**src/common/mshr_cfg_pkg.sv**
```systemverilog
package mshr_cfg_pkg;

    // ==============================
    // entry and buffer sizing
    // ==============================
    localparam int MSHR_ENTRY_NUM = 8;
    localparam int MSHR_IDX_W     = $clog2(MSHR_ENTRY_NUM);

    localparam int LFDB_ENTRY_NUM = 16;    // linefill data buffer slots
    localparam int LFDB_IDX_W     = $clog2(LFDB_ENTRY_NUM);

    // ==============================
    // address and id fields
    // ==============================
    localparam int TAG_W    = 20;
    localparam int SET_W    = 8;
    localparam int WAY_W    = 2;
    localparam int TXN_ID_W = 6;

endpackage

```
**src/common/mshr_types_pkg.sv**
```systemverilog
package mshr_types_pkg;

    typedef logic [mshr_cfg_pkg::MSHR_IDX_W-1:0]     entry_idx_t;
    typedef logic [mshr_cfg_pkg::MSHR_ENTRY_NUM-1:0] entry_vec_t;    // one bit per entry
    typedef logic [mshr_cfg_pkg::LFDB_IDX_W-1:0]     lfdb_idx_t;

    typedef logic [mshr_cfg_pkg::TAG_W-1:0]    tag_t;
    typedef logic [mshr_cfg_pkg::SET_W-1:0]    set_t;
    typedef logic [mshr_cfg_pkg::WAY_W-1:0]    way_t;
    typedef logic [mshr_cfg_pkg::TXN_ID_W-1:0] txn_id_t;

    // lookup result written into a reserved entry
    typedef struct packed {
        entry_idx_t rob_entry_id;
        logic       is_hit;
        tag_t       tag;
        set_t       set;
        way_t       way;
        txn_id_t    txn_id;
    } mshr_update_t;

    // data ram read or linefill write
    typedef struct packed {
        txn_id_t    txn_id;
        set_t       set;
        way_t       way;
        lfdb_idx_t  db_entry_id;
        entry_idx_t rob_entry_id;
    } ram_cmd_t;

    typedef struct packed {
        txn_id_t    txn_id;
        tag_t       tag;
        set_t       set;
        way_t       way;
        lfdb_idx_t  db_entry_id;
        entry_idx_t rob_entry_id;
    } ds_req_t;

    typedef enum logic [2:0] {
        IDLE,
        RESERVED,
        MISS_REQ,
        WAIT_FILL,     // line requested, waiting for downstream data
        LF_WR_REQ,
        WAIT_LF_WR,
        RD_REQ,
        WAIT_RD_DONE
    } entry_state_e;

endpackage

```
**src/mshr/mshr_pre_alloc.sv**
```systemverilog
module mshr_pre_alloc (
    input  logic                        clk,
    input  logic                        arst_n,
    input  mshr_types_pkg::entry_vec_t  v_free,
    output logic                        alloc_vld,
    output mshr_types_pkg::entry_idx_t  alloc_idx,
    input  logic                        alloc_rdy,
    output mshr_types_pkg::entry_vec_t  v_grant
);

    mshr_types_pkg::entry_vec_t cand;
    mshr_types_pkg::entry_idx_t nxt_idx;
    logic                       nxt_vld;

    // granted entry still looks free this cycle
    assign cand = v_free & ~v_grant;

    always_comb begin
        nxt_vld = 1'b0;
        nxt_idx = '0;
        for (int i = mshr_cfg_pkg::MSHR_ENTRY_NUM - 1; i >= 0; i--) begin
            if (cand[i]) begin
                nxt_vld = 1'b1;
                nxt_idx = mshr_types_pkg::entry_idx_t'(i);    // lowest wins
            end
        end
    end

    assign v_grant = (alloc_vld && alloc_rdy) ? (mshr_types_pkg::entry_vec_t'(1) << alloc_idx) : '0;

    always_ff @(posedge clk or negedge arst_n) begin
        if (!arst_n) begin
            alloc_vld <= 1'b0;
        end else if (!alloc_vld || alloc_rdy) begin
            alloc_vld <= nxt_vld;
        end
    end

    // offer held until taken
    always_ff @(posedge clk) begin
        if (!alloc_vld || alloc_rdy) begin
            alloc_idx <= nxt_idx;
        end
    end

endmodule

```
**config.mk**
```make
export PLATFORM = sky130hd
export DESIGN_NAME = mshr_pre_alloc
export DESIGN_NICKNAME = d
export VERILOG_FILES = /design/src/common/mshr_cfg_pkg.sv /design/src/common/mshr_types_pkg.sv /design/src/mshr/mshr_pre_alloc.sv
export SDC_FILE = /design/constraint.sdc
export NUM_CORES = 1
export LEC_CHECK = 0
export BUFFER_PORTS_ARGS = -buffer_cell sky130_fd_sc_hd__buf_2
export CORE_AREA = 2 2 39 41
export DETAILED_ROUTE_END_ITERATION = 10
export DIE_AREA = 0 0 41 43
export PLACE_DENSITY = 0.62
export SLEW_MARGIN = 0
export SYNTH_ARGS = -nofsm -noshare
export SYNTH_HDL_FRONTEND = slang
export SYNTH_SLANG_ARGS = --single-unit
```
**constraint.sdc**
```tcl
create_clock -name clk -period 3.4 [get_ports clk]
set_input_delay 0.34 -clock clk [delete_from_list [all_inputs] [get_ports clk]]
set_output_delay 0.34 -clock clk [all_outputs]
set_load 0.03 [all_outputs]
```
Word-level counts from Yosys, hierarchy flattened:

Index checks and enable logic that the tools add are counted.

* register bits: 4
* bits of input ports: 11
* output and inout bits: 12

* shift operators: 1
* muxes and demuxes: 16
* bitwise logic cells: 2
* reduce and logical (&&, ||, !) cells: 5

Operator list (number)
* $mux 3: 4
* $mux 1: 9
* $and 8x8->8: 1
* $mux 8: 1
* $not 8->8: 1
* $shl 1x3->8 const A: 1
* $mux 2: 2
* $reduce_or 4->1: 1
* $reduce_or 2->1: 1
* $logic_and 1x1->1: 1
* $logic_not 1->1: 1
* $logic_or 1x1->1: 1

Depth between registers and ports, before layout:

Gate-level depths: netlist of run 1.

* depth after elaboration: 12
* depth in mapped cells: 6
* mapped depth without buffers: 5

Worst setup path after synthesis of run 1:

Ideal clock, no wire load.

* kind: register to register
* from: register alloc_idx[0]
* to: register alloc_idx[2] (data pin)
* arrival: 1.569 ns
* data required time: 3.141 ns
* slack: 1.572 ns
* cell stages (with the launch flop): 7
* path buffers: 1
* clock period less this slack: 1.828 ns
* cell sequence: edfxtp_1 -> buf_4 -> inv_1 -> nor2_1 -> a2bb2oi_2 -> nor2b_2 -> nor2_1

* longest elaborated chain between the ends: 8
* elaborated cells between the ends (all ways): 9
* classes of those cells: shift: 1; mux: 5; bitwise: 2; reduce/logical: 1

RTL lines
* from (decl): line mshr_pre_alloc.sv:6 `output mshr_types_pkg::entry_idx_t alloc_idx,`
* from (signal assigned): line mshr_pre_alloc.sv:42 `alloc_idx <= nxt_idx;`
* $shl 1x3->8: line mshr_pre_alloc.sv:29 `assign v_grant = (alloc_vld && alloc_rdy) ? (mshr_types_pkg::entry_vec_t'(1) << alloc_idx) : '0;`
* $mux 8: line mshr_pre_alloc.sv:29
* via v_grant[7]: line mshr_pre_alloc.sv:8 `output mshr_types_pkg::entry_vec_t v_grant`
* $not 8->8: line mshr_pre_alloc.sv:16 `assign cand = v_free & ~v_grant;`
* $and 8x8->8: line mshr_pre_alloc.sv:16
* $mux 3 (4 in series): line mshr_pre_alloc.sv:22 `if (cand[i]) begin`

The timed path passes the listed nets, and every way through them passes these cells.
A chain may end at the register's enable or synchronous reset.

Final worst setup path of run 1:

* from: register alloc_idx[1]
* to: output port v_grant[5]

* longest elaborated chain between the ends: 2

RTL lines (line)
* $shl 1x3->8: mshr_pre_alloc.sv:29
* $mux 8: mshr_pre_alloc.sv:29
* to (decl): mshr_pre_alloc.sv:8

No other way between the ends.

==> impl_metrics.tcl, run 1 <==
set metrics [dict create \
    dr_wl_met3_um 53 \
    synth-edff-count 3 \
    cp-start-kind "register" \
    synth.mux.area_fraction 0 \
    worstSetupPathType "reg -> out" \
    ios 23 \
    drc_errors 0 \
    crit_path_max_fanout 6 \
    synth-main-ff-cell "edfxtp_1" \
    syn_area_per_cell_um2 7.92 \
    power_density_nw_per_um2 328 \
    worstSkewPairLatency_ps 250 \
    wl_met1_um 448 \
    timing.setup.tns_ps 0 \
    rows 14 \
    grtUsageTotal 0.141 \
    synth_area_um2 388 \
    synth.area.top_cells "edfxtp_1 (23%), inv_1 (6.8%), nor2_1 (6.8%)" \
    finalHoldViolCount 0 \
    synth_cell_type_count 25 \
    start_util 0.280 \
    gr-total-overflow 0 \
    syn_nets 60 \
    cts-root-buf "clkbuf_4" \
    fp.dieW_um 41 \
    tightest_slew_ps 327 \
    synth-seq-area-share 0.297 \
    synth_top_family_by_area "simple AND/OR/NAND/NOR gates" \
    core_area_um2 1380 \
    highest_layer "met4" \
    cts_tree "built" \
    grt_max_degree 11 \
    antenna_cells 0 \
    path_clk_slew_ps 30 \
    max_freq_mhz 542 \
    synthCells 49 \
    dp_hpwl_um 836 \
    r2r_end "alloc_idx[2]" \
    ff_latch_area_um2 115 \
    fin_crit_sh 0.543 \
    regToRegSetupSlack_ps 1750 \
    fin_util 0.395 \
    hp-class "in -> async" \
    setup_violations 0 \
    htree_num_levels 1 \
    synthSimpleGateAreaFrac 0.365 \
    synth.largest_area_cell "edfxtp_1" \
    gp_congestion 0.795 \
    wire_per_inst_um 11.3 \
    ant_nets 0 \
    dp_cells 86 \
    synthArstFlopShare 0.250 \
    crit_arrival_ps 1510 \
    area_growth_pct 41.0 \
    grt_pass1_vias 404 \
    postPlaceCellArea_um2 510 \
    ir_worst_vdd_mv 0.121 \
    drv_slew 0 \
    r2r_cells 5 \
    first_pass_iters 4 \
    io_buffers 22 \
    multi_input_area_um2 239 \
    r2r-start "alloc_idx[1]" \
    rsz0062_at_grt "no" \
    fin_area_um2 547 \
    die_y_um 43 \
    p_leak_nw 0.284 \
    grt_pass1_wl_um 1590 \
    cts_buffers 3 \
    stdcell_count 91 \
    drtIter0Drc 10 \
    required_ps 3060 \
    dieArea_um2 1760 \
    holdWs_ps 412 \
    fillCellCount 164 \
    drt-total-wl_um 1030 \
    ys_ff_latch 4 \
    synth-xor-area-share 0 \
    synth_compound_area_frac 0.252 \
    cts_sinks 4 \
    synth_top_area_frac 0.232 \
    status "completed" \
    slew-limit-headroom 0.780 \
    worstSetupEndpointType "output pin" \
    synth_fa_ha_area_frac 0 \
    antenna_found_initial 0 \
    final_nets 87 \
    layout-drive-gt1-share 0.413 \
    synthTopCellsByCount "inv_1 (7), nor2_1 (7), nand2_1 (4)" \
    ys_warn_count 0 \
    period_needed_ps 1850 \
    vias 454 \
    maxCapViolCount 0 \
    routed_via_density 4.99 \
    clock_skew_ps 11.3 \
    wl_met2_um 476 \
    clock_path_buffers 2 \
]
[stage by stage]
step	setup slack (ps)	total power [mW]
CTS	1550	0.181
detailed placement	1760	0.112
floorplan	1570	0.0953
global placement	1780	0.112
finish	1550	0.179
global route	1490	0.191
[worst max-delay path, stage by stage, from the launching register on]
cell      delay [ps]
edfxtp_1         440
nand4b_1         290
or2_1            290
inv_1             60
buf_2            180
[area by class of cell]
type,instances,share of cell area
clock buffers,4,0.0481
inverters,7,0.0481
multi-input cells,37,0.437
flip-flops and latches,4,0.211
well taps,16,0.0366
repair buffers,23,0.220
[report_power, final]
part	internal, mW	total [mW]	switching, mW	leakage, nW
registers	0.0564	0.0609	0.00445	0.0394
logic	0.0199	0.0516	0.0317	0.230
clock network	0.0442	0.0667	0.0225	0.0150
[layer usage]
metal	vias up	track usage
li1	227	-
met1	204	0.180
met2	18	0.200
met3	5	0
met4	0	0.140
met5	-	0
[sequential cells by signal (all words and copies together) (netlist names)]
| register | count |
|---|---|
| alloc_vld | 1 |
| alloc_idx | 3 |
[repair_timing]
action / CTS / global route
hold buffers: 1 / 0
setup buffers: 0 / 0
endpoints found under the hold margin: 1 / 0
resized for setup: 0 / 0
[how the worst max path moves through the flow]
| stage | from | to | slack, ps | cells past startpoint |
|---|---|---|---|---|
| finish | alloc_idx[1] | v_grant[5] | 1550 | 4 |
| global route | alloc_idx[1] | v_grant[5] | 1490 | 4 |
| CTS | alloc_idx[1] | v_grant[5] | 1550 | 4 |
| detailed placement | alloc_idx[1] | alloc_idx[2] | 1760 | 5 |
| global placement | alloc_idx[1] | alloc_idx[2] | 1780 | 5 |
| floorplan | alloc_idx[0] | alloc_idx[2] | 1570 | 6 |
[kinds of logic after synthesis]
kind of cell    after synthesis
simple gates                 24
compound gates               13
buf+inv                       8
flops                         4
[cell usage in the layout, fill, tap and decap left out, drive strengths merged]
master       synthesis  layout
nand3                2       2
buf                  1      22
nand2                4       4
and4                 1       1
nor2                 7       7
nand4bb              1       1
a31oi                2       2
edfxtp               3       3
o2bb2ai              1       1
or2b                 1       1
a21oi                3       3
nand3b               1       1
o21ai                4       4
o211ai               1       1
nand4                1       1
or2                  3       3
dlygate4sd3          0       1
inv                  7       7
clkbuf               0       4
dfrtp                1       1
nand4b               2       2
nor2b                1       1
a2bb2oi              1       1
a32oi                1       1
Power figures use the tool's default switching activity.
==> run 2, diff against run 1 <==
==> constraint.sdc (replaced) <==
create_clock -name clk -period 1.74 [get_ports clk]
set_input_delay 0.174 -clock clk [delete_from_list [all_inputs] [get_ports clk]]
set_output_delay 0.174 -clock clk [all_outputs]
set_load 0.03 [all_outputs]
==> impl_metrics.tcl, run 2 (same netlist as run 1, synthesis figures left out) <==
set metrics [dict create \
    multi_input_area_um2 241 \
    fillCellCount 148 \
    ant_nets 0 \
    fin_area_um2 578 \
    ios 23 \
    period_needed_ps 1660 \
    tightest_slew_ps 305 \
    grtUsageTotal 0.147 \
    final_nets 90 \
    gp_congestion 0.757 \
    p_total_mw 0.356 \
    setup_violations 0 \
    cts_sinks 4 \
    antenna_cells 0 \
    finalHoldViolCount 0 \
    fp.dieW_um 41 \
    maxCapViolCount 0 \
    fin_crit_sh 0.956 \
    crit_arrival_ps 1490 \
    core_area_um2 1380 \
    final_common_cell "buf_2" \
    fin_util 0.418 \
    clock_skew_ps 4.72 \
    dieArea_um2 1760 \
    cts-root-buf "clkbuf_4" \
    postPlaceCellArea_um2 520 \
    die_y_um 43 \
    ff_latch_area_um2 115 \
    drt-total-wl_um 1070 \
    htree_num_levels 1 \
    ir_worst_vdd_mv 0.267 \
    first_pass_iters 4 \
    largest_register_ffs 3 \
    crit_family "simple AND/OR/NAND/NOR gates" \
    grt_max_degree 8 \
    antenna_found_initial 0 \
    cts_tree "built" \
    timing.setup.tns_ps 0 \
    gr-total-overflow 0 \
    power_density_nw_per_um2 616 \
    r2r_end "alloc_idx[2]" \
    worstSkewPairLatency_ps 240 \
    p_leak_nw 0.299 \
    grt_pass1_vias 389 \
    drv_slew 0 \
    max_freq_mhz 601 \
    hp-class "in -> async" \
    worstSetupPathType "reg -> out" \
    final_cell_mix "buf_2 (21), inv_1 (7), nor2_1 (6)" \
    crit_slowest_cell "edfxtp_1" \
    status "completed" \
    routed_via_density 4.86 \
    regToRegSetupSlack_ps 100 \
    regMostFlops "alloc_idx" \
    drc_errors 0 \
    clock_path_buffers 2 \
    path_cells "nand4bb_1 -> or2_1 -> inv_1 -> buf_2" \
    r2r-start "alloc_idx[1]" \
    worstSetupEndpointType "output pin" \
    dp_hpwl_um 808 \
    rsz0062_at_grt "no" \
    io_buffers 22 \
    cts_buffers 3 \
    max_stage_delay_ps 430 \
    layout-drive-gt1-share 0.449 \
    reg_top3 "alloc_idx (3), alloc_vld (1)" \
    area_growth_pct 49.0 \
    path_clk_slew_ps 40 \
    grt_pass1_wl_um 1660 \
    vias 457 \
    required_ps 1570 \
    cp-start-kind "register" \
    start_util 0.280 \
    wire_per_inst_um 11.4 \
    rows 14 \
    critPathBufInv 2 \
    slew-limit-headroom 0.794 \
    r2r_cells 5 \
    drtIter0Drc 8 \
    crit_path_max_fanout 6 \
]
[run 2: cell types whose count changed in the layout (fill, tap and decap cells not counted)]
cell    delta
nor2_1     -1
buf_6      +1
buf_4      +3
nor2_2     +1
buf_2      -1
[run 2: per-layer routing]
metal,global-route usage,part of all wire,vias up
li1,-,-,234
met1,0.186,0.46,207
met2,0.203,0.48,14
met3,0.0471,0.048,2
met4,0.100,0.013,0
met5,0,0,-
[run 2: layout make-up]
class / count / area share
inverters: 7 / 0.0455
flip-flops and latches: 4 / 0.199
clock buffers: 4 / 0.0455
multi-input cells: 37 / 0.418
repair buffers: 26 / 0.258
well taps: 16 / 0.0346
[run 2: power breakdown]
group | switching (mW) | total, mW | internal [mW]
registers | 0.00592 | 0.116 | 0.110
logic | 0.0679 | 0.113 | 0.0453
clock network | 0.0406 | 0.127 | 0.0862
total | 0.114 | 0.356 | 0.242
[run 2: stage by stage]
step	hold slack, ps	worst slack, ps	cells
3_3_place_gp	-49.4	169	87
5_1_grt	247	0.962	94
4_1_cts	234	63.2	92
2_1_floorplan	-122	66.7	49
6_report	245	77.1	94
3_5_place_dp	-47.9	140	87
[run 2: worst max-delay path by stage]
stage               depth (start not counted)         start            to  slack, ps
global placement                            5  alloc_idx[1]  alloc_idx[2]        170
CTS                                         4  alloc_idx[1]    v_grant[5]         60
finish                                      4  alloc_idx[1]    v_grant[1]         80
global route                                4  alloc_idx[1]    v_grant[5]          1
detailed placement                          5  alloc_idx[1]  alloc_idx[2]        140
floorplan                                   5  alloc_idx[1]  alloc_idx[2]         70
[run 2: repair_timing]
item | CTS | global route
endpoints found under the hold margin | 1 | 0
hold buffers | 1 | 0
gates resized for setup | 0 | 3
setup buffers | 0 | 2
setup endpoints to repair | 0 | 2
