===== src/common/mshr_cfg_pkg.sv =====
package mshr_cfg_pkg;

    // ==============================
    // entry and buffer sizing
    // ==============================
    localparam int MSHR_ENTRY_NUM = 8;
    localparam int MSHR_IDX_W     = $clog2(MSHR_ENTRY_NUM);

    localparam int LFDB_ENTRY_NUM = 16;    // linefill data buffer slots
    localparam int LFDB_IDX_W     = $clog2(LFDB_ENTRY_NUM);

    // ==============================
    // address and id fields
    // ==============================
    localparam int TAG_W    = 20;
    localparam int SET_W    = 8;
    localparam int WAY_W    = 2;
    localparam int TXN_ID_W = 6;

endpackage


===== src/common/mshr_types_pkg.sv =====
package mshr_types_pkg;

    typedef logic [mshr_cfg_pkg::MSHR_IDX_W-1:0]     entry_idx_t;
    typedef logic [mshr_cfg_pkg::MSHR_ENTRY_NUM-1:0] entry_vec_t;    // one bit per entry
    typedef logic [mshr_cfg_pkg::LFDB_IDX_W-1:0]     lfdb_idx_t;

    typedef logic [mshr_cfg_pkg::TAG_W-1:0]    tag_t;
    typedef logic [mshr_cfg_pkg::SET_W-1:0]    set_t;
    typedef logic [mshr_cfg_pkg::WAY_W-1:0]    way_t;
    typedef logic [mshr_cfg_pkg::TXN_ID_W-1:0] txn_id_t;

    // lookup result written into a reserved entry
    typedef struct packed {
        entry_idx_t rob_entry_id;
        logic       is_hit;
        tag_t       tag;
        set_t       set;
        way_t       way;
        txn_id_t    txn_id;
    } mshr_update_t;

    // data ram read or linefill write
    typedef struct packed {
        txn_id_t    txn_id;
        set_t       set;
        way_t       way;
        lfdb_idx_t  db_entry_id;
        entry_idx_t rob_entry_id;
    } ram_cmd_t;

    typedef struct packed {
        txn_id_t    txn_id;
        tag_t       tag;
        set_t       set;
        way_t       way;
        lfdb_idx_t  db_entry_id;
        entry_idx_t rob_entry_id;
    } ds_req_t;

    typedef enum logic [2:0] {
        IDLE,
        RESERVED,
        MISS_REQ,
        WAIT_FILL,     // line requested, waiting for downstream data
        LF_WR_REQ,
        WAIT_LF_WR,
        RD_REQ,
        WAIT_RD_DONE
    } entry_state_e;

endpackage


===== src/common/mshr_event_if.sv =====
// one-hot event strobes, decoder to entries
interface mshr_event_if;

    mshr_types_pkg::entry_vec_t update_en;
    mshr_types_pkg::entry_vec_t ds_done;
    mshr_types_pkg::entry_vec_t lf_done;
    mshr_types_pkg::entry_vec_t rd_done;
    mshr_types_pkg::lfdb_idx_t  ds_done_db_id;    // shared by all entries

    modport src (
        output update_en,
        output ds_done,
        output lf_done,
        output rd_done,
        output ds_done_db_id
    );

    modport dst (
        input  update_en,
        input  ds_done,
        input  lf_done,
        input  rd_done,
        input  ds_done_db_id
    );

endinterface


===== src/hdl/mshr_event_decode.sv =====
module mshr_event_decode (
    input  logic                        update_en,
    input  mshr_types_pkg::entry_idx_t  update_idx,
    input  logic                        ds_done,
    input  mshr_types_pkg::entry_idx_t  ds_done_idx,
    input  mshr_types_pkg::lfdb_idx_t   ds_done_db_id,
    input  logic                        lf_done,
    input  mshr_types_pkg::entry_idx_t  lf_done_idx,
    input  logic                        rd_done,
    input  mshr_types_pkg::entry_idx_t  rd_done_idx,
    mshr_event_if.src                   ev
);

    // strobe plus index to one-hot entry vector
    function automatic mshr_types_pkg::entry_vec_t onehot(
        input logic                       en,
        input mshr_types_pkg::entry_idx_t idx
    );
        onehot      = '0;
        onehot[idx] = en;
    endfunction

    assign ev.update_en     = onehot(update_en, update_idx);
    assign ev.ds_done       = onehot(ds_done,   ds_done_idx);
    assign ev.lf_done       = onehot(lf_done,   lf_done_idx);
    assign ev.rd_done       = onehot(rd_done,   rd_done_idx);
    assign ev.ds_done_db_id = ds_done_db_id;

endmodule


===== src/flat_wrapper.sv =====
// flat-port wrapper written by rule: the top's interface ports become plain ports
module mshr_event_decode_flat 
  (update_en, update_idx, ds_done, ds_done_idx, ds_done_db_id, lf_done, lf_done_idx, rd_done, rd_done_idx, ev_update_en, ev_ds_done, ev_lf_done, ev_rd_done, ev_ds_done_db_id);
  mshr_event_if ev_i ();
  input  logic update_en;
  input  mshr_types_pkg::entry_idx_t update_idx;
  input  logic ds_done;
  input  mshr_types_pkg::entry_idx_t ds_done_idx;
  input  mshr_types_pkg::lfdb_idx_t ds_done_db_id;
  input  logic lf_done;
  input  mshr_types_pkg::entry_idx_t lf_done_idx;
  input  logic rd_done;
  input  mshr_types_pkg::entry_idx_t rd_done_idx;
  output wire logic [$bits(ev_i.update_en)-1:0] ev_update_en;
  output wire logic [$bits(ev_i.ds_done)-1:0] ev_ds_done;
  output wire logic [$bits(ev_i.lf_done)-1:0] ev_lf_done;
  output wire logic [$bits(ev_i.rd_done)-1:0] ev_rd_done;
  output wire logic [$bits(ev_i.ds_done_db_id)-1:0] ev_ds_done_db_id;
  assign ev_update_en = ev_i.update_en;
  assign ev_ds_done = ev_i.ds_done;
  assign ev_lf_done = ev_i.lf_done;
  assign ev_rd_done = ev_i.rd_done;
  assign ev_ds_done_db_id = ev_i.ds_done_db_id;
  mshr_event_decode u_core (.update_en(update_en), .update_idx(update_idx), .ds_done(ds_done), .ds_done_idx(ds_done_idx), .ds_done_db_id(ds_done_db_id), .lf_done(lf_done), .lf_done_idx(lf_done_idx), .rd_done(rd_done), .rd_done_idx(rd_done_idx), .ev(ev_i));
endmodule

===== config.mk =====
export PLATFORM = sky130hd
export DESIGN_NAME = mshr_event_decode_flat
export DESIGN_NICKNAME = d
export VERILOG_FILES = /design/src/common/mshr_cfg_pkg.sv /design/src/common/mshr_types_pkg.sv /design/src/common/mshr_event_if.sv /design/src/hdl/mshr_event_decode.sv /design/src/flat_wrapper.sv
export SDC_FILE = /design/constraint.sdc
export NUM_CORES = 1
export LEC_CHECK = 0
export BUFFER_PORTS_ARGS = -buffer_cell sky130_fd_sc_hd__buf_2
export CORE_UTILIZATION = 30
export DETAILED_ROUTE_END_ITERATION = 12
export MAX_ROUTING_LAYER = met4
export PLACE_DENSITY = 0.82
export SLEW_MARGIN = 40
export SYNTH_ARGS = -nofsm -noshare
export SYNTH_HDL_FRONTEND = slang
export SYNTH_SLANG_ARGS = --single-unit

===== constraint.sdc =====
create_clock -name vclk -period 0.8
set_clock_uncertainty 0.2 [all_clocks]
set_input_delay 0.16 -clock vclk [all_inputs]
set_output_delay 0.16 -clock vclk [all_outputs]
set_load 0.1 [all_outputs]

==> results of run 1 <==
-- stage by stage --
stage,area (um2),worst slack (ns),cells
3_3_place_gp,1240,-0.407,94
2_1_floorplan,531,-0.809,36
-- cells by family after synthesis --
family,Yosys count,synth area share
buffers and inverters,4,0.0730
and+or+nand+nor,32,0.927
==> impl_metrics.env, run 1 <==
export IMPL_first_error_in_the_log="[ERROR DPL-0038] Utilization greater than 100%, impossible to legalize"
export IMPL_initial_utilization=0.347
export IMPL_floorplan_rows=12
export IMPL_synth_fp_nets=56
export IMPL_synth_cell_type_count=7
export IMPL_synthesis_area_um2=412
export IMPL_outcome_stop_stage="detailed placement (3_5_place_dp)"
export IMPL_yosys_area_top_type_share=0.365
export IMPL_synth_yosys_seq_area_share=0
export IMPL_post_synth_cell_area_avg_um2=11.4
export IMPL_synth_largest_area_cell="sky130_fd_sc_hd__and4bb_2"
export IMPL_netlist_top_cells_count="12 x sky130_fd_sc_hd__and4bb_2, 10 x sky130_fd_sc_hd__and4b_2, 4 x sky130_fd_sc_hd__buf_4, 4 x sky130_fd_sc_hd__nor4b_2, 3 x sky130_fd_sc_hd__and4_2"
export IMPL_ios=56
export IMPL_gp_congestion=0.697
export IMPL_synth_area_top_cells="sky130_fd_sc_hd__and4bb_2 36%, sky130_fd_sc_hd__and4b_2 27%, sky130_fd_sc_hd__nor4b_2 15%, sky130_fd_sc_hd__and4_2 7.3%, sky130_fd_sc_hd__buf_4 7.3%"
export IMPL_syn_instance_count=36
export IMPL_floorplan_die_width_um=39.0
export IMPL_die_y_extent_um=39.0
export IMPL_place_port_buffers=48
export IMPL_synth_most_common_cell="sky130_fd_sc_hd__and4bb_2"
export IMPL_status="aborted with a tool error"
export IMPL_synth_warnings=0
==> run 2, diff against run 1 <==
--- a/config.mk
+++ b/config.mk
@@ -6,10 +6,10 @@
 export NUM_CORES = 1
 export LEC_CHECK = 0
 export BUFFER_PORTS_ARGS = -buffer_cell sky130_fd_sc_hd__buf_2
-export CORE_UTILIZATION = 30
+export CORE_AREA = 2 2 63 65
 export DETAILED_ROUTE_END_ITERATION = 12
-export MAX_ROUTING_LAYER = met4
-export PLACE_DENSITY = 0.82
+export DIE_AREA = 0 0 65 67
+export PLACE_DENSITY_LB_ADDON = 0.15
 export SLEW_MARGIN = 40
 export SYNTH_ARGS = -nofsm -noshare
 export SYNTH_HDL_FRONTEND = slang
==> constraint.sdc (replaced) <==
create_clock -name vclk -period 1
set_clock_uncertainty 0.2 [all_clocks]
set_input_delay 0.2 -clock vclk [all_inputs]
set_output_delay 0.2 -clock vclk [all_outputs]
set_load 0.1 [all_outputs]
==> run 2 against run 1 <==
The flow now finishes, with violations (negative setup slack); area after synthesis unchanged; synthesized cell count unchanged.
==> impl_metrics.env, run 2 <==
export IMPL_status="finished with violations"
export IMPL_violations="negative setup slack"
export IMPL_synth_largest_area_cell="sky130_fd_sc_hd__and4bb_2"
export IMPL_route_vias_total=550
export IMPL_floorplan_die_width_um=65
export IMPL_power_per_cell_area_nw_per_um2=460
export IMPL_grt_pass1_wl_um=2700
export IMPL_final_worst_path_period_share=1.27
export IMPL_antenna_violating_nets_post_route=0
export IMPL_path_cells="buf_8 > nor4b_4 > buf_12"
export IMPL_fill_cell_instance_count_of_the_final_layout=335
export IMPL_ios=56
export IMPL_path_class="in -> out"
export IMPL_cell_with_the_largest_stage_delay_on_the_worst_path="sky130_fd_sc_hd__nor4b_4"
export IMPL_grt_start_max_net_pins=9
export IMPL_max_stage_delay_ns=0.34
export IMPL_globalRouteMet1Util=0.107
export IMPL_num_antenna_cells=0
export IMPL_yosys_area_top_type_share=0.365
export IMPL_maxSlewViolCount=0
export IMPL_first_global_vias=499
export IMPL_drt_iter0_drc=33
export IMPL_instances_no_fill=134
export IMPL_layout_common_cells="44 x sky130_fd_sc_hd__buf_12, 12 x sky130_fd_sc_hd__and4b_4, 12 x sky130_fd_sc_hd__and4bb_4"
export IMPL_worstHoldPathCells=0
export IMPL_grt_setup_unrepaired="true"
export IMPL_cp_endpoint="ev_rd_done[0]"
export IMPL_groute_layer_met2_usage=0.134
export IMPL_drc_errors=0
export IMPL_detailedPlacementHpwl_um=1380
export IMPL_place_detailed_instances=128
export IMPL_post_synth_cell_area_avg_um2=11.4
export IMPL_timing_critical_path_fanout_max=6
export IMPL_finalNetCount=108
export IMPL_final_cell_area_um2=1540
export IMPL_timing_final_hold_violations=0
export IMPL_report_final_setup_viol=32
export IMPL_netlist_top_cells_count="12 x sky130_fd_sc_hd__and4bb_2, 10 x sky130_fd_sc_hd__and4b_2, 4 x sky130_fd_sc_hd__buf_4, 4 x sky130_fd_sc_hd__nor4b_2, 3 x sky130_fd_sc_hd__and4_2"
export IMPL_globalRoute_busiestLayer="met2"
export IMPL_hold_buffers=0
export IMPL_start_kind="primary input"
export IMPL_crit_path_end_kind="output port"
export IMPL_synth_warnings=0
export IMPL_grt_use_total=0.0763
export IMPL_min_period_ns=1.27
export IMPL_seq_cells=0
export IMPL_clock_buffer_count=0
export IMPL_grt_remaining_overflow=0
export IMPL_place_port_buffers=48
export IMPL_placeableCoreArea_um2=3610
export IMPL_layout_cells_most_common="sky130_fd_sc_hd__buf_12"
export IMPL_postLayoutCoreUtil=0.427
export IMPL_number_of_iterations_in_the_first_detailed_routing_pass=2
export IMPL_syn_to_final_growth_pct=274
export IMPL_post_drt_wl_per_cell_um=14.1
export IMPL_antenna_found_initial=0
export IMPL_synth_fp_nets=56
export IMPL_area_enclosed_by_the_die_boundary_um2=4360
export IMPL_seq_area_um2=0
export IMPL_postPlaceCellArea_um2=1280
export IMPL_gp_congestion=0.619
export IMPL_power_leakage_nw=0.581
export IMPL_syn_instance_count=36
export IMPL_initial_utilization=0.114
export IMPL_detail_route_vias_per_cell=4.10
export IMPL_highest_clock_rate_mhz=786
export IMPL_synth_area_top_cells="sky130_fd_sc_hd__and4bb_2 36%, sky130_fd_sc_hd__and4b_2 27%, sky130_fd_sc_hd__nor4b_2 15%, sky130_fd_sc_hd__and4_2 7.3%, sky130_fd_sc_hd__buf_4 7.3%"
export IMPL_floorplan_rows=22
export IMPL_synth_cell_type_count=7
export IMPL_die_y_extent_um=67
export IMPL_worst_ep_required_time_ns=0.60
export IMPL_min_delay_path_class="in -> out"
export IMPL_startpoint="rd_done_idx[2]"
export IMPL_relSlewSlack=0.803
export IMPL_synthesis_area_um2=412
export IMPL_synth_yosys_seq_area_share=0
export IMPL_postRouteWirelength_um=1890
export IMPL_max_cap_violations=0
export IMPL_global_route_usage_met3=0.00507
export IMPL_irDropWorstVdd_uv=156
export IMPL_post_route_cells_drive_above_1_share=1.00
export IMPL_synth_most_common_cell="sky130_fd_sc_hd__and4bb_2"
export IMPL_tightest_slew_ns=0.295
export IMPL_fin_ws_ns=-0.272
export IMPL_worst_ep_arrival_time_ns=0.87
run 2: cell counts after synthesis:
No cell type changed its count.
run 2: critical path, delay by kind of cell:
kind / cells / cell delay (ns)
buffers and inverters: 2 / 0.33
AND/OR/NAND/NOR: 1 / 0.34
run 2: logic make-up (layout without fill, tap and decap cells):
group | count (synthesis) | after routing | share of synthesized area
simple gates | 32 | 32 | 0.927
buf+inv | 4 | 54 | 0.0730
run 2: how the worst min path moves through the flow:
stage | endpoint | start | slack [ns]
6_report | ev_ds_done_db_id[0] | ds_done_db_id[0] | 0.20
5_1_grt | ev_ds_done_db_id[0] | ds_done_db_id[0] | 0.20
4_1_cts | ev_ds_done_db_id[0] | ds_done_db_id[0] | 0.20
3_5_place_dp | ev_ds_done_db_id[0] | ds_done_db_id[0] | 0.20
3_3_place_gp | ev_ds_done_db_id[0] | ds_done_db_id[0] | 0.20
2_1_floorplan | ev_ds_done[0] | ds_done_idx[0] | 0.31
run 2: report_power, final:
group / total, W / switching [W] / internal, W
Combinational: 0.000707 / 0.000375 / 0.000332
Clock: 0 / 0 / 0
Sequential: 0 / 0 / 0
run 2: metal layers:
metal | up-vias | share of wire
met5 | - | 0
met4 | 0 | 0
met3 | 0 | 0.035
met2 | 15 | 0.55
met1 | 265 | 0.42
li1 | 270 | -
run 2: what timing repair did:
| action | CTS | global route |
|---|---|---|
| resized for setup | 50 | 8 |
| pin swaps | 17 | 15 |
| endpoints found under the setup margin | 32 | 32 |
| hold endpoints to repair | 0 | 0 |
| gates cloned | 0 | 0 |
| buffers inserted | 1 | 5 |
run 2: stage by stage:
| step | setup TNS (ns) | setup WS, ns | hold slack (ns) | total power [W] |
|---|---|---|---|---|
| after floorplan | -6.17 | -0.689 | 0.313 | 0.000416 |
| after global placement | -8.56 | -0.332 | 0.201 | 0.000595 |
| after detailed placement | -8.79 | -0.335 | 0.201 | 0.000601 |
| after CTS | -6.78 | -0.276 | 0.201 | 0.000679 |
| after global routing | -7.18 | -0.327 | 0.200 | 0.000730 |
| final | -6.72 | -0.272 | 0.200 | 0.000707 |
run 2: layout make-up:
cell class	count	area [um2]	share of cell area
repair buffers	54	978	0.636
multi-input cells	32	500	0.325
well taps	48	60.1	0.0390
Note: power is estimated with default switching activity, not from simulation.
==> run 3, diff against run 2 <==
--- a/config.mk
+++ b/config.mk
@@ -10,6 +10,7 @@
 export DETAILED_ROUTE_END_ITERATION = 12
 export DIE_AREA = 0 0 65 67
 export PLACE_DENSITY_LB_ADDON = 0.15
+export RECOVER_POWER = 50
 export SLEW_MARGIN = 40
 export SYNTH_ARGS = -nofsm -noshare
 export SYNTH_HDL_FRONTEND = slang
==> constraint.sdc (replaced) <==
create_clock -name vclk -period 1
set_clock_uncertainty 0.2 [all_clocks]
set_input_delay 0 -clock vclk [all_inputs]
set_output_delay 0 -clock vclk [all_outputs]
set_load 0.1 [all_outputs]
==> run 3 against run 2 <==
The run ends with negative hold slack left; die area unchanged; first-iteration DRC count decreased by 88%; final area decreased by 32%; utilization decreased by 14 points; maximum frequency increased by 40%; critical endpoint is now ev_ds_done[6]; largest cell class unchanged.
==> impl_metrics.env, run 3 (synthesis results as in run 2) <==
export IMPL_violations="negative hold slack"
export IMPL_holdCritStartpoint="ds_done_db_id[1]"
export IMPL_maxSlewViolCount=0
export IMPL_fill_cell_instance_count_of_the_final_layout=379
export IMPL_postCtsSetupRepairBufs=0
export IMPL_seq_cells=0
export IMPL_grt_remaining_overflow=0
export IMPL_postRouteWirelength_um=1500
export IMPL_power_share_sequential=0
export IMPL_fin_hold_ws_ns=-0.200
export IMPL_timing_final_hold_violations=4
export IMPL_place_port_buffers=48
export IMPL_antenna_violating_nets_post_route=0
export IMPL_clock_power_share=0
export IMPL_floorplan_rows=22
export IMPL_relSlewSlack=0.822
export IMPL_cell_with_the_largest_stage_delay_on_the_worst_path="sky130_fd_sc_hd__and4b_2"
export IMPL_irDropWorstVdd_uv=204
export IMPL_floorplan_die_width_um=65
export IMPL_area_enclosed_by_the_die_boundary_um2=4360
export IMPL_gp_congestion=0.613
export IMPL_post_drt_wl_per_cell_um=11.7
export IMPL_syn_to_final_growth_pct=153
export IMPL_max_stage_delay_ns=0.28
export IMPL_worst_ep_arrival_time_ns=0.71
export IMPL_postPlaceCellArea_um2=1200
export IMPL_cpLargestDelayFamily="buffers and inverters"
export IMPL_drc_errors=0
export IMPL_clock_buffer_count=0
export IMPL_route_vias_total=524
export IMPL_start_kind="primary input"
export IMPL_total_power_w=0.000515
export IMPL_antenna_found_initial=0
export IMPL_combinationalPowerShare=1.000
export IMPL_startpoint="ds_done_idx[0]"
export IMPL_path_class="in -> out"
export IMPL_cts_resized=0
export IMPL_tightest_slew_ns=0.266
export IMPL_timing_critical_path_fanout_max=8
export IMPL_min_period_ns=0.910
export IMPL_report_final_setup_viol=0
export IMPL_power_per_cell_area_nw_per_um2=494
export IMPL_min_delay_path_class="in -> out"
export IMPL_post_route_cells_drive_above_1_share=1.00
export IMPL_initial_utilization=0.114
export IMPL_worst_ep_required_time_ns=0.80
export IMPL_highest_clock_rate_mhz=1100
export IMPL_finalNetCount=102
export IMPL_final_cell_area_um2=1040
export IMPL_grt_setup_unrepaired="false"
export IMPL_die_y_extent_um=67
export IMPL_cell_internal_pwr_w=0.000167
export IMPL_net_switching_power_w=0.000349
export IMPL_number_of_iterations_in_the_first_detailed_routing_pass=2
export IMPL_critPathBufInv=2
export IMPL_max_cap_violations=0
export IMPL_status="finished with violations"
export IMPL_crit_path_end_kind="output port"
export IMPL_placeableCoreArea_um2=3610
export IMPL_detailedPlacementHpwl_um=1270
export IMPL_detail_route_vias_per_cell=4.09
export IMPL_layout_cells_most_common="sky130_fd_sc_hd__buf_12"
export IMPL_ios=56
export IMPL_first_global_vias=445
export IMPL_postLayoutCoreUtil=0.289
export IMPL_layout_common_cells="19 x sky130_fd_sc_hd__buf_12, 15 x sky130_fd_sc_hd__buf_2, 12 x sky130_fd_sc_hd__and4b_2, 12 x sky130_fd_sc_hd__and4bb_2, 12 x sky130_fd_sc_hd__buf_4"
export IMPL_path_cells="buf_2 > and4b_2 > buf_4"
export IMPL_grt_pass1_wl_um=2260
export IMPL_drt_iter0_drc=4
export IMPL_grt_use_total=0.0618
export IMPL_seq_area_um2=0
export IMPL_power_leakage_nw=0.447
export IMPL_power_share_switching=0.677
export IMPL_grt_start_max_net_pins=9
export IMPL_num_antenna_cells=0
export IMPL_final_worst_path_period_share=0.910
run 3: changes by cell type in the layout (fill, tap and decap cells not counted), sizes merged:
| cell | delta |
|---|---|
| clkbuf | +1 |
| buf | -7 |
run 3: final cells by class:
cell class | count | area, um2 | area share
repair buffers | 48 | 562 | 0.539
well taps | 48 | 60.1 | 0.0576
multi-input cells | 32 | 420 | 0.403
run 3: metal layers:
layer,global-route usage,vias to the layer above,share of wire
met1,0.0800,236,0.41
met2,0.104,21,0.49
met3,0.0169,4,0.081
met4,0.00798,0,0.0093
met5,0,-,0
li1,-,263,-
run 3: through the flow:
| step | instances | hold slack, ns | TNS [ns] | setup WS, ns |
|---|---|---|---|---|
| 6_report | 128 | -0.200 | 0 | 0.0898 |
| 5_1_grt | 128 | -0.200 | 0 | 0.0512 |
| 4_1_cts | 128 | -0.199 | 0 | 0.0870 |
| 3_5_place_dp | 128 | -0.199 | 0 | 0.0971 |
| 3_3_place_gp | 128 | -0.199 | 0 | 0.104 |
| 2_1_floorplan | 36 | -0.0871 | -1.15 | -0.289 |
run 3: final timing paths:
kind / slack [ns] / cells after the start / endpoint
max: 0.09 / 3 / ev_ds_done[6]
min: -0.20 / 0 / ev_ds_done_db_id[1]
run 3: power by group through the flow:
stage	Clock (W)	Sequential, W	Combinational (W)
floorplan	0	0	0.000389
global placement	0	0	0.000557
detailed placement	0	0	0.000560
CTS	0	0	0.000561
global route	0	0	0.000535
finish	0	0	0.000515
