--- src/common/mshr_cfg_pkg.sv ---
package mshr_cfg_pkg;

    // ==============================
    // entry and buffer sizing
    // ==============================
    localparam int MSHR_ENTRY_NUM = 8;
    localparam int MSHR_IDX_W     = $clog2(MSHR_ENTRY_NUM);

    localparam int LFDB_ENTRY_NUM = 16;    // linefill data buffer slots
    localparam int LFDB_IDX_W     = $clog2(LFDB_ENTRY_NUM);

    // ==============================
    // address and id fields
    // ==============================
    localparam int TAG_W    = 20;
    localparam int SET_W    = 8;
    localparam int WAY_W    = 2;
    localparam int TXN_ID_W = 6;

endpackage

--- src/common/mshr_types_pkg.sv ---
package mshr_types_pkg;

    typedef logic [mshr_cfg_pkg::MSHR_IDX_W-1:0]     entry_idx_t;
    typedef logic [mshr_cfg_pkg::MSHR_ENTRY_NUM-1:0] entry_vec_t;    // one bit per entry
    typedef logic [mshr_cfg_pkg::LFDB_IDX_W-1:0]     lfdb_idx_t;

    typedef logic [mshr_cfg_pkg::TAG_W-1:0]    tag_t;
    typedef logic [mshr_cfg_pkg::SET_W-1:0]    set_t;
    typedef logic [mshr_cfg_pkg::WAY_W-1:0]    way_t;
    typedef logic [mshr_cfg_pkg::TXN_ID_W-1:0] txn_id_t;

    // lookup result written into a reserved entry
    typedef struct packed {
        entry_idx_t rob_entry_id;
        logic       is_hit;
        tag_t       tag;
        set_t       set;
        way_t       way;
        txn_id_t    txn_id;
    } mshr_update_t;

    // data ram read or linefill write
    typedef struct packed {
        txn_id_t    txn_id;
        set_t       set;
        way_t       way;
        lfdb_idx_t  db_entry_id;
        entry_idx_t rob_entry_id;
    } ram_cmd_t;

    typedef struct packed {
        txn_id_t    txn_id;
        tag_t       tag;
        set_t       set;
        way_t       way;
        lfdb_idx_t  db_entry_id;
        entry_idx_t rob_entry_id;
    } ds_req_t;

    typedef enum logic [2:0] {
        IDLE,
        RESERVED,
        MISS_REQ,
        WAIT_FILL,     // line requested, waiting for downstream data
        LF_WR_REQ,
        WAIT_LF_WR,
        RD_REQ,
        WAIT_RD_DONE
    } entry_state_e;

endpackage

--- src/common/mshr_event_if.sv ---
// one-hot event strobes, decoder to entries
interface mshr_event_if;

    mshr_types_pkg::entry_vec_t update_en;
    mshr_types_pkg::entry_vec_t ds_done;
    mshr_types_pkg::entry_vec_t lf_done;
    mshr_types_pkg::entry_vec_t rd_done;
    mshr_types_pkg::lfdb_idx_t  ds_done_db_id;    // shared by all entries

    modport src (
        output update_en,
        output ds_done,
        output lf_done,
        output rd_done,
        output ds_done_db_id
    );

    modport dst (
        input  update_en,
        input  ds_done,
        input  lf_done,
        input  rd_done,
        input  ds_done_db_id
    );

endinterface

--- src/mshr/vec_cache_mshr_entry.sv ---
module vec_cache_mshr_entry (
    input  logic                          clk,
    input  logic                          arst_n,
    input  logic                          grant,
    output logic                          free,
    input  mshr_types_pkg::mshr_update_t  update_pld,
    mshr_event_if.dst                     ev,
    input  mshr_types_pkg::entry_idx_t    entry_id,
    output logic                          miss_vld,
    output mshr_types_pkg::ds_req_t       miss_pld,
    input  logic                          miss_rdy,
    output logic                          lf_wr_vld,
    output mshr_types_pkg::ram_cmd_t      lf_wr_pld,
    input  logic                          lf_wr_rdy,
    output logic                          rd_vld,
    output mshr_types_pkg::ram_cmd_t      rd_pld,
    input  logic                          rd_rdy
);

    mshr_types_pkg::entry_state_e state;
    mshr_types_pkg::entry_state_e state_nxt;

    mshr_types_pkg::tag_t      tag_q;
    mshr_types_pkg::set_t      set_q;
    mshr_types_pkg::way_t      way_q;
    mshr_types_pkg::txn_id_t   txn_id_q;
    mshr_types_pkg::lfdb_idx_t db_id_q;
    mshr_types_pkg::ram_cmd_t  cmd_pld;

    logic upd_en;
    logic ds_done;
    logic lf_done;
    logic rd_done;

    assign upd_en  = ev.update_en[entry_id];
    assign ds_done = ev.ds_done[entry_id];
    assign lf_done = ev.lf_done[entry_id];
    assign rd_done = ev.rd_done[entry_id];

    // ==============================
    // state machine
    // ==============================
    always_comb begin
        state_nxt = state;
        case (state)
            mshr_types_pkg::IDLE:         if (grant)     state_nxt = mshr_types_pkg::RESERVED;
            mshr_types_pkg::RESERVED: begin
                if (upd_en) begin
                    state_nxt = update_pld.is_hit ? mshr_types_pkg::RD_REQ
                                                  : mshr_types_pkg::MISS_REQ;
                end
            end
            mshr_types_pkg::MISS_REQ:     if (miss_rdy)  state_nxt = mshr_types_pkg::WAIT_FILL;
            mshr_types_pkg::WAIT_FILL:    if (ds_done)   state_nxt = mshr_types_pkg::LF_WR_REQ;
            mshr_types_pkg::LF_WR_REQ:    if (lf_wr_rdy) state_nxt = mshr_types_pkg::WAIT_LF_WR;
            mshr_types_pkg::WAIT_LF_WR:   if (lf_done)   state_nxt = mshr_types_pkg::RD_REQ;
            mshr_types_pkg::RD_REQ:       if (rd_rdy)    state_nxt = mshr_types_pkg::WAIT_RD_DONE;
            mshr_types_pkg::WAIT_RD_DONE: if (rd_done)   state_nxt = mshr_types_pkg::IDLE;
            default:                                     state_nxt = mshr_types_pkg::IDLE;
        endcase
    end

    always_ff @(posedge clk or negedge arst_n) begin
        if (!arst_n) begin
            state <= mshr_types_pkg::IDLE;
        end else begin
            state <= state_nxt;
        end
    end

    // ==============================
    // stored request
    // ==============================
    always_ff @(posedge clk) begin
        if (state == mshr_types_pkg::RESERVED && upd_en) begin
            tag_q    <= update_pld.tag;
            set_q    <= update_pld.set;
            way_q    <= update_pld.way;
            txn_id_q <= update_pld.txn_id;
            db_id_q  <= '0;                   // hits never use a buffer slot
        end else if (state == mshr_types_pkg::WAIT_FILL && ds_done) begin
            db_id_q  <= ev.ds_done_db_id;
        end
    end

    assign free      = (state == mshr_types_pkg::IDLE);
    assign miss_vld  = (state == mshr_types_pkg::MISS_REQ);
    assign lf_wr_vld = (state == mshr_types_pkg::LF_WR_REQ);
    assign rd_vld    = (state == mshr_types_pkg::RD_REQ);

    assign miss_pld = '{txn_id: txn_id_q, tag: tag_q, set: set_q, way: way_q,
                        db_entry_id: db_id_q, rob_entry_id: entry_id};

    // same command fields for linefill write and read
    assign cmd_pld   = '{txn_id: txn_id_q, set: set_q, way: way_q,
                         db_entry_id: db_id_q, rob_entry_id: entry_id};
    assign lf_wr_pld = cmd_pld;
    assign rd_pld    = cmd_pld;

endmodule

--- src/flat_wrapper.sv ---
// flat-port wrapper written by rule: the top's interface ports become plain ports
module vec_cache_mshr_entry_flat 
  (clk, arst_n, grant, free, update_pld, entry_id, miss_vld, miss_pld, miss_rdy, lf_wr_vld, lf_wr_pld, lf_wr_rdy, rd_vld, rd_pld, rd_rdy, ev_update_en, ev_ds_done, ev_lf_done, ev_rd_done, ev_ds_done_db_id);
  mshr_event_if ev_i ();
  input  logic clk;
  input  logic arst_n;
  input  logic grant;
  output logic free;
  input  mshr_types_pkg::mshr_update_t update_pld;
  input  mshr_types_pkg::entry_idx_t entry_id;
  output logic miss_vld;
  output mshr_types_pkg::ds_req_t miss_pld;
  input  logic miss_rdy;
  output logic lf_wr_vld;
  output mshr_types_pkg::ram_cmd_t lf_wr_pld;
  input  logic lf_wr_rdy;
  output logic rd_vld;
  output mshr_types_pkg::ram_cmd_t rd_pld;
  input  logic rd_rdy;
  input wire logic [$bits(ev_i.update_en)-1:0] ev_update_en;
  input wire logic [$bits(ev_i.ds_done)-1:0] ev_ds_done;
  input wire logic [$bits(ev_i.lf_done)-1:0] ev_lf_done;
  input wire logic [$bits(ev_i.rd_done)-1:0] ev_rd_done;
  input wire logic [$bits(ev_i.ds_done_db_id)-1:0] ev_ds_done_db_id;
  assign ev_i.update_en = ev_update_en;
  assign ev_i.ds_done = ev_ds_done;
  assign ev_i.lf_done = ev_lf_done;
  assign ev_i.rd_done = ev_rd_done;
  assign ev_i.ds_done_db_id = ev_ds_done_db_id;
  vec_cache_mshr_entry u_core (.clk(clk), .arst_n(arst_n), .grant(grant), .free(free), .update_pld(update_pld), .ev(ev_i), .entry_id(entry_id), .miss_vld(miss_vld), .miss_pld(miss_pld), .miss_rdy(miss_rdy), .lf_wr_vld(lf_wr_vld), .lf_wr_pld(lf_wr_pld), .lf_wr_rdy(lf_wr_rdy), .rd_vld(rd_vld), .rd_pld(rd_pld), .rd_rdy(rd_rdy));
endmodule
--- config.mk ---
export PLATFORM = sky130hd
export DESIGN_NAME = vec_cache_mshr_entry_flat
export DESIGN_NICKNAME = d
export VERILOG_FILES = /design/src/common/mshr_cfg_pkg.sv /design/src/common/mshr_types_pkg.sv /design/src/common/mshr_event_if.sv /design/src/mshr/vec_cache_mshr_entry.sv /design/src/flat_wrapper.sv
export SDC_FILE = /design/constraint.sdc
export NUM_CORES = 1
export LEC_CHECK = 0
export BUFFER_PORTS_ARGS = -buffer_cell sky130_fd_sc_hd__buf_4
export CAP_MARGIN = 40
export CORE_MARGIN = 2
export CORE_UTILIZATION = 38
export DETAILED_ROUTE_END_ITERATION = 12
export PLACE_DENSITY = 0.8
export SYNTH_ARGS = -nofsm -noshare
export SYNTH_HDL_FRONTEND = slang
export SYNTH_SLANG_ARGS = --single-unit
--- constraint.sdc ---
create_clock -name clk -period 3.88 [get_ports clk]
set_input_delay 0.582 -clock clk [delete_from_list [all_inputs] [get_ports clk]]
set_output_delay 0.582 -clock clk [all_outputs]
set_load 0.02 [all_outputs]
# Word level (Yosys, flattened, before mapping)
# Index checks and enable logic that the tools add are counted.
# Widths: inputs -> output; s select.
[word_totals]
ff_bits = 43
input_bits = 85
wordCells = 44
[classes]
magnitude_cmp = 1
n_eq_ne = 15
n_mux = 18
n_reduce_logical = 4
[ops]
columns = ["op", "n"]
rows = [
  ["$mux 3", 9],
  ["$pmux 3 s8", 1],
  ["$ne 2x1->1 const B", 7],
  ["$bmux 1 s3", 4],
  ["$eq 3x3->1 const B", 4],
  ["$reduce_and 8->1", 1],
  ["$eq 3x2->1 const B", 2],
  ["$lt 3x4->1 const B", 1],
  ["$mux 1", 4],
  ["$eq 3x1->1 const B", 1],
  ["$logic_not 3->1", 1],
  ["$logic_and 1x1->1", 2],
  ["$ne 2x2->1 const B", 1],
]

# Logic depth before layout (Yosys ltp)
# Gate-level depths: netlist of run 1.
[depth]
word_depth = 4
mapped_depth = 7
mapped_depth_nobuf = 5

# Worst setup path before layout of run 1
# Ideal clock, no wire load.
[synth_timing]
path_kind = "input port to flip-flop"
start = "in entry_id[0]"
end = "reg u_core.set_q[0], enable pin"
arrival_time_ns = 3.458
required_time_ns = 3.422
setup_slack_ns = -0.036
path_stages = 4
n_path_buf = 1
cell_sequence = "buf_4 -> mux2i_1 -> mux4_2 -> nor4_2"
[synth_via]
elab_chain_len = 3
[synth_lines]
columns = ["item", "line", "source"]
rows = [
  ["start: declaration", "flat_wrapper.sv:10", "input mshr_types_pkg::entry_idx_t entry_id;"],
  ["$bmux 1 s3", "vec_cache_mshr_entry.sv:35", "assign upd_en = ev.update_en[entry_id];"],
  ["$mux 1 (not written as such)", "vec_cache_mshr_entry.sv:35", ""],
  ["$logic_and 1x1->1", "vec_cache_mshr_entry.sv:75", "if (state == mshr_types_pkg::RESERVED && upd_en) begin"],
  ["end signal: assignment", "vec_cache_mshr_entry.sv:77", "set_q <= update_pld.set;"],
  ["end: declaration", "vec_cache_mshr_entry.sv:24", "mshr_types_pkg::set_t set_q;"],
]
# Every way passes these cells. The select of a mux whose other input is x is not followed.
# A chain may end at the register's enable or synchronous reset.

# Worst setup path after layout of run 1
[layout_timing]
start = "in entry_id[0]"
end = "reg u_core.tag_q[0], enable pin"
[layout_via]
elab_chain_len = 3
[layout_lines]
columns = ["item", "line", "source"]
rows = [
  ["$bmux 1 s3", "vec_cache_mshr_entry.sv:35", ""],
  ["$mux 1 (not written as such)", "vec_cache_mshr_entry.sv:35", ""],
  ["$logic_and 1x1->1", "vec_cache_mshr_entry.sv:75", ""],
  ["end signal: assignment", "vec_cache_mshr_entry.sv:76", "tag_q <= update_pld.tag;"],
  ["end: declaration", "vec_cache_mshr_entry.sv:23", "mshr_types_pkg::tag_t tag_q;"],
]
# Every way passes these cells. The select of a mux whose other input is x is not followed.

==> run_results.csv, run 1 <==
group,metric,value,unit
setup_path,startpoint,"entry_id[0]",
final_layout,drive_gt1_frac,0.6538,
setup_path,cp-end-kind,"flip-flop",
sta,fin_tns_setup,0,ps
clock_tree,cts_max_level,2,
setup_path,critPathKind,"input port to flip-flop",
yosys,synth_area_leaders,"edfxtp_1 51%, buf_4 18%, mux2i_1 8.0%, mux4_2 4.3%, dfxtp_1 3.8%",
place,dp_slack,1272,ps
pwr,vdd_drop_max,306.3,µV
sta,max_freq,441.5,MHz
detailed_routing,drt-initial-drc-count,54,
clock_tree,hold_buffers,0,
clock_tree,cts_buffers,5,
clock_tree,postCtsSetupBuffers,0,
final_layout,final_cell_mix,"174 x buf_4, 36 x edfxtp_1, 17 x mux2i_1, 11 x nor2_1, 5 x clkbuf_8",
setup_path,critPathMaxFanout,32,
yosys,ys_types,28,
yosys,synth_top_cell_by_area,"edfxtp_1",
final_layout,multi_input_area,486.7,µm²
detailed_routing,detail-route-antenna-nets,0,
clock_tree,cts_tree,"done",
sta,holdWs,66.33,ps
final_layout,fin_util,0.5935,
final_layout,regArea,1236,µm²
yosys,ys_seq_area_frac,0.5839,
sta,max_slew_margin,0.5630,
final_layout,antenna_cells,0,
floorplanning,ios,178,
final_layout,final_common_cell,"buf_4",
clock_tree,clk_latency,300,ps
global_route,grt_max_degree,33,
floorplanning,die_h,78.64,µm
setup_path,crit_arrival,2250,ps
pwr,powerDensity,508.4,nW/µm²
yosys,synth_seq_cells,43,
floorplanning,core_area,5439,µm²
pwr,p_leak,1.514,nW
min_path,hp-class,"input port to async pin",
global_route,grt_use_total,0.1450,
yosys,ys_warn_count,0,
yosys,synthesis.area,2117,µm²
global_route,grt_pass1_wl,6948,µm
setup_path,cp.required,3870,ps
floorplanning,start_util,0.3892,
status,status,"finished clean",
yosys,syn_inst,158,
sta,finalHoldViolations,0,
yosys,syn_area_per_cell,13.40,µm²
sta,fin_worst_skew,10.04,ps
final_layout,final.fill_count,457,
setup_path,rr_startpoint,"u_core.state[1]",
final_layout,nNetsFinal,370,
yosys,synth_top_area_frac,0.5106,
sta,worst_pin_slew,650.7,ps
detailed_routing,wl_per_cell,13.50,µm
detailed_routing,firstDrtPassIters,4,
setup_path,critPathLaunchType,"input port",
floorplanning,floorplan.die.width,78.64,µm
sta,finalCritPeriodShare,0.5838,
detailed_routing,drc,0,
detailed_routing,wl,4834,µm
job,cap_violations,0,
clock_tree,cts_resized,0,
detailed_routing,vias,1638,
sta,rsz0062_at_grt,"no",
yosys,syn_nets,243,
sta,report.final.setup_viol,0,
clock_tree,ctsRootBufferMaster,"clkbuf_8",
global_route,first_global_vias,1488,
sta,drv_slew,0,
place,finalWeightedCongestion,0.7631,
clock_tree,clockBufferDepth,2,
place,place_hpwl,4017,µm
sta,fin_crit,2265,ps
clock_tree,clk_pin_slew,70,ps
clock_tree,clock-sinks,43,
floorplanning,num_rows,27,
place,port_buffers,174,
sta,fin_ws,1615,ps
detailed_routing,vias_per_cell,4.575,
global_route,antenna_found_initial,0,
global_route,overflow,0,
final_layout,syn_to_final_growth,52.48,%
floorplanning,dieArea,6184,µm²
layer usage:
layer,track usage,vias to the layer above,wire (µm)
met1,0.1370,752,1476
met2,0.2726,105,2657
li1,-,772,-
met3,0.05517,9,613
met5,0,-,0
met4,0.06667,0,86
synth_stat cells:
master    number
dfxtp_1        4
nor4_2         1
clkbuf_1       3
or3b_1         1
nand3_1        3
o32ai_1        1
nor3_1         1
a31oi_1        2
buf_4         51
dfrtp_1        3
inv_1          1
nand2b_1       1
nand2_1        4
and3_1         1
nor2b_1        1
nand3b_1       3
buf_2          1
o41ai_1        1
a311oi_1       1
edfxtp_1      36
mux4_2         4
nor2_1        11
o21ai_0        1
a22oi_1        1
mux2i_1       17
nor3b_1        1
nand4_1        2
a21o_1         1
sequential cells by signal (all words and copies together), names as in the netlist:
name,count
u_core.txn_id_q,6
u_core.set_q,8
u_core.way_q,2
u_core.state,3
u_core.db_id_q,4
u_core.tag_q,20
layout make-up:
| type | instances | area share |
|---|---|---|
| Timing Repair Buffer | 175 | 0.4109 |
| Inverter | 1 | 0.001163 |
| Multi-Input combinational cell | 59 | 0.1508 |
| Sequential cell | 43 | 0.3829 |
| Clock inverter | 2 | 0.003876 |
| Tap cell | 72 | 0.02791 |
| Clock buffer | 6 | 0.02248 |
path summary, 6_finish.rpt:
path	to	slack [ps]	cells after the start
setup / recovery	u_core.tag_q[0]	1610	5
hold / removal	u_core.state[0]	70	1
setup reg to reg	u_core.tag_q[0]	2060	2
hold reg to reg	u_core.db_id_q[1]	560	2
max in group asynchronous	u_core.state[2]	3720	1
min in group clk	u_core.txn_id_q[3]	460	1
per-stage QoR:
step | std cells | power [mW] | cell area, µm²
final | 358 | 1.641 | 3228
after global routing | 358 | 1.724 | 3228
after CTS | 358 | 1.661 | 3228
after detailed placement | 350 | 1.390 | 3143
after global placement | 350 | 1.376 | 3143
after floorplan | 158 | 1.152 | 2126
critical path: stages:
cell and delay, ps:
buf_4 220, mux2i_1 120, mux4_2 520, nor4_4 510
buf_12 290
power by group:
group / switching (mW) / internal (mW)
clock: 0.144 / 0.126
sequential: 0.0898 / 0.597
combinational: 0.366 / 0.319
cells by family after synthesis:
logic type | Yosys count | synth area share
and+or+nand+nor | 30 | 0.07506
muxes | 21 | 0.1229
buffers and inverters | 56 | 0.1903
AOI/OAI and AO/OA | 8 | 0.02778
DFF | 43 | 0.5839
Power figures use the tool's default switching activity.
==> inputs of run 2 (changes only) <==
Clock period 3.88 ns to 2.1 ns, I/O delays scaled along.
==> run_results.csv, run 2 (synthesis gave the netlist of run 1 again) <==
group,metric,value,unit
clock_tree,clock-sinks,43,
clock_tree,cts_resized,0,
min_path,hp-class,"input port to flip-flop",
final_layout,reg_top3,"u_core.tag_q (20), u_core.set_q (8), u_core.txn_id_q (6)",
sta,finalCritPeriodShare,0.8034,
detailed_routing,wl_per_cell,13.88,µm
place,place_hpwl,4085,µm
detailed_routing,vias,1635,
setup_path,crit_chain,"nand2b_1 -> nor2_1 -> buf_4",
pwr,vdd_drop_max,594.9,µV
detailed_routing,vias_per_cell,4.529,
place,port_buffers,174,
global_route,antenna_found_initial,0,
sta,fin_worst_skew,7.428,ps
setup_path,ff2ff_setup_slack,470,ps
global_route,grt_max_degree,33,
sta,rsz0062_at_grt,"no",
setup_path,critPathLaunchType,"flip-flop",
sta,fin_crit,1687,ps
floorplanning,core_area,5439,µm²
clock_tree,clk_pin_slew,80,ps
global_route,overflow,0,
final_layout,antenna_cells,0,
global_route,grt_pass1_wl,7500,µm
sta,max_freq,592.7,MHz
pwr,p_leak,1.528,nW
place,dp_cells,352,
setup_path,crit_arrival,1370,ps
clock_tree,clockBufferDepth,2,
floorplanning,floorplan.die.width,78.64,µm
floorplanning,dieArea,6184,µm²
sta,fin_tns_setup,0,ps
final_layout,nNetsFinal,373,
sta,finalHoldViolations,0,
clock_tree,cts_tree,"done",
pwr,powerDensity,936.7,nW/µm²
sta,drv_slew,0,
clock_tree,postCtsSetupBuffers,0,
final_layout,drive_gt1_frac,0.6540,
final_layout,multi_input_area,486.7,µm²
clock_tree,clk_latency,280,ps
detailed_routing,drt-initial-drc-count,32,
sta,max_slew_margin,0.6729,
floorplanning,die_h,78.64,µm
final_layout,largest_register,"u_core.tag_q",
clock_tree,cts_buffers,5,
final_layout,regArea,1236,µm²
floorplanning,num_rows,27,
setup_path,cp-end-kind,"output pin",
final_layout,final_common_cell,"buf_4",
final_layout,final.fill_count,456,
clock_tree,cts_max_level,2,
sta,holdWs,200.9,ps
final_layout,syn_to_final_growth,53.66,%
job,cap_violations,0,
detailed_routing,detail-route-antenna-nets,0,
sta,worst_pin_slew,490.7,ps
setup_path,cp.required,1780,ps
setup_path,slowest_delay,650,ps
place,finalWeightedCongestion,0.7255,
global_route,first_global_vias,1567,
final_layout,largest_reg_flops,20,
status,status,"finished clean",
final_layout,final_cell_mix,"176 x buf_4, 36 x edfxtp_1, 17 x mux2i_1, 11 x nor2_1, 5 x clkbuf_8",
final_layout,stdcell_count,361,
clock_tree,ctsRootBufferMaster,"clkbuf_8",
floorplanning,start_util,0.3892,
global_route,grt_use_total,0.1556,
setup_path,critPathMaxFanout,14,
detailed_routing,wl,5009,µm
detailed_routing,drc,0,
final_layout,fin_util,0.5981,
sta,report.final.setup_viol,0,
setup_path,critPathKind,"flip-flop to output pin",
detailed_routing,firstDrtPassIters,4,
setup_path,slowest_stage,"dfrtp_1",
floorplanning,ios,178,
==> run 2: cell types whose count changed in the layout (fill, tap and decap cells not counted) <==
| cell | change |
|---|---|
| buf_4 | +2 |
| dlygate4sd3_1 | +1 |
==> run 2: stage by stage <==
| stage | total power, mW | setup WS [ps] | instance area, µm² |
|---|---|---|---|
| 6_report | 3.047 | 412.8 | 3253 |
| 5_1_grt | 3.197 | 308.0 | 3253 |
| 4_1_cts | 3.090 | 406.3 | 3253 |
| 3_5_place_dp | 2.583 | 186.7 | 3158 |
| 3_3_place_gp | 2.542 | 190.5 | 3158 |
| 2_1_floorplan | 2.130 | -618.9 | 2133 |
==> run 2: path summary, 6_finish.rpt <==
path / from / end / cells past startpoint
max reg2reg: u_core.state[1] / u_core.db_id_q[1] / 5
min in group asynchronous: arst_n / u_core.state[0] / 2
min reg2reg: u_core.db_id_q[2] / u_core.db_id_q[2] / 2
min: update_pld[15] / u_core.set_q[7] / 1
max: u_core.state[1] / miss_vld / 3
max in group asynchronous: arst_n / u_core.state[2] / 2
==> run 2: power by group <==
| part | total [mW] | switching, mW | internal, mW |
|---|---|---|---|
| combinational | 1.29 | 0.690 | 0.597 |
| clock | 0.490 | 0.257 | 0.232 |
| sequential | 1.27 | 0.168 | 1.10 |
==> run 2: layout make-up <==
cell class                      instances  share of cell area
Clock inverter                          2            0.003846
Tap cell                               72             0.02769
Timing Repair Buffer                  178              0.4154
Inverter                                1            0.001154
Multi-Input combinational cell         59              0.1496
Sequential cell                        43              0.3800
Clock buffer                            6             0.02231
==> run 2: timing repair <==
| item | in CTS | in global routing |
|---|---|---|
| endpoints found under the hold margin | 3 | 0 |
| hold buffers | 1 | 0 |
| setup endpoints to repair | 0 | 0 |
==> run 2: routing by layer <==
layer,global-route usage,up-vias,part of all wire
li1,-,777,-
met1,0.1490,752,0.31
met2,0.3060,100,0.57
met3,0.04483,6,0.10
met4,0.06140,0,0.014
met5,0,-,0
==> run 2: worst max-delay path, delay by kind of cell, from the launching register on <==
family	cells	cell delay, ps
buffers and inverters	1	150
and+or+nand+nor	2	290
DFF	1	650
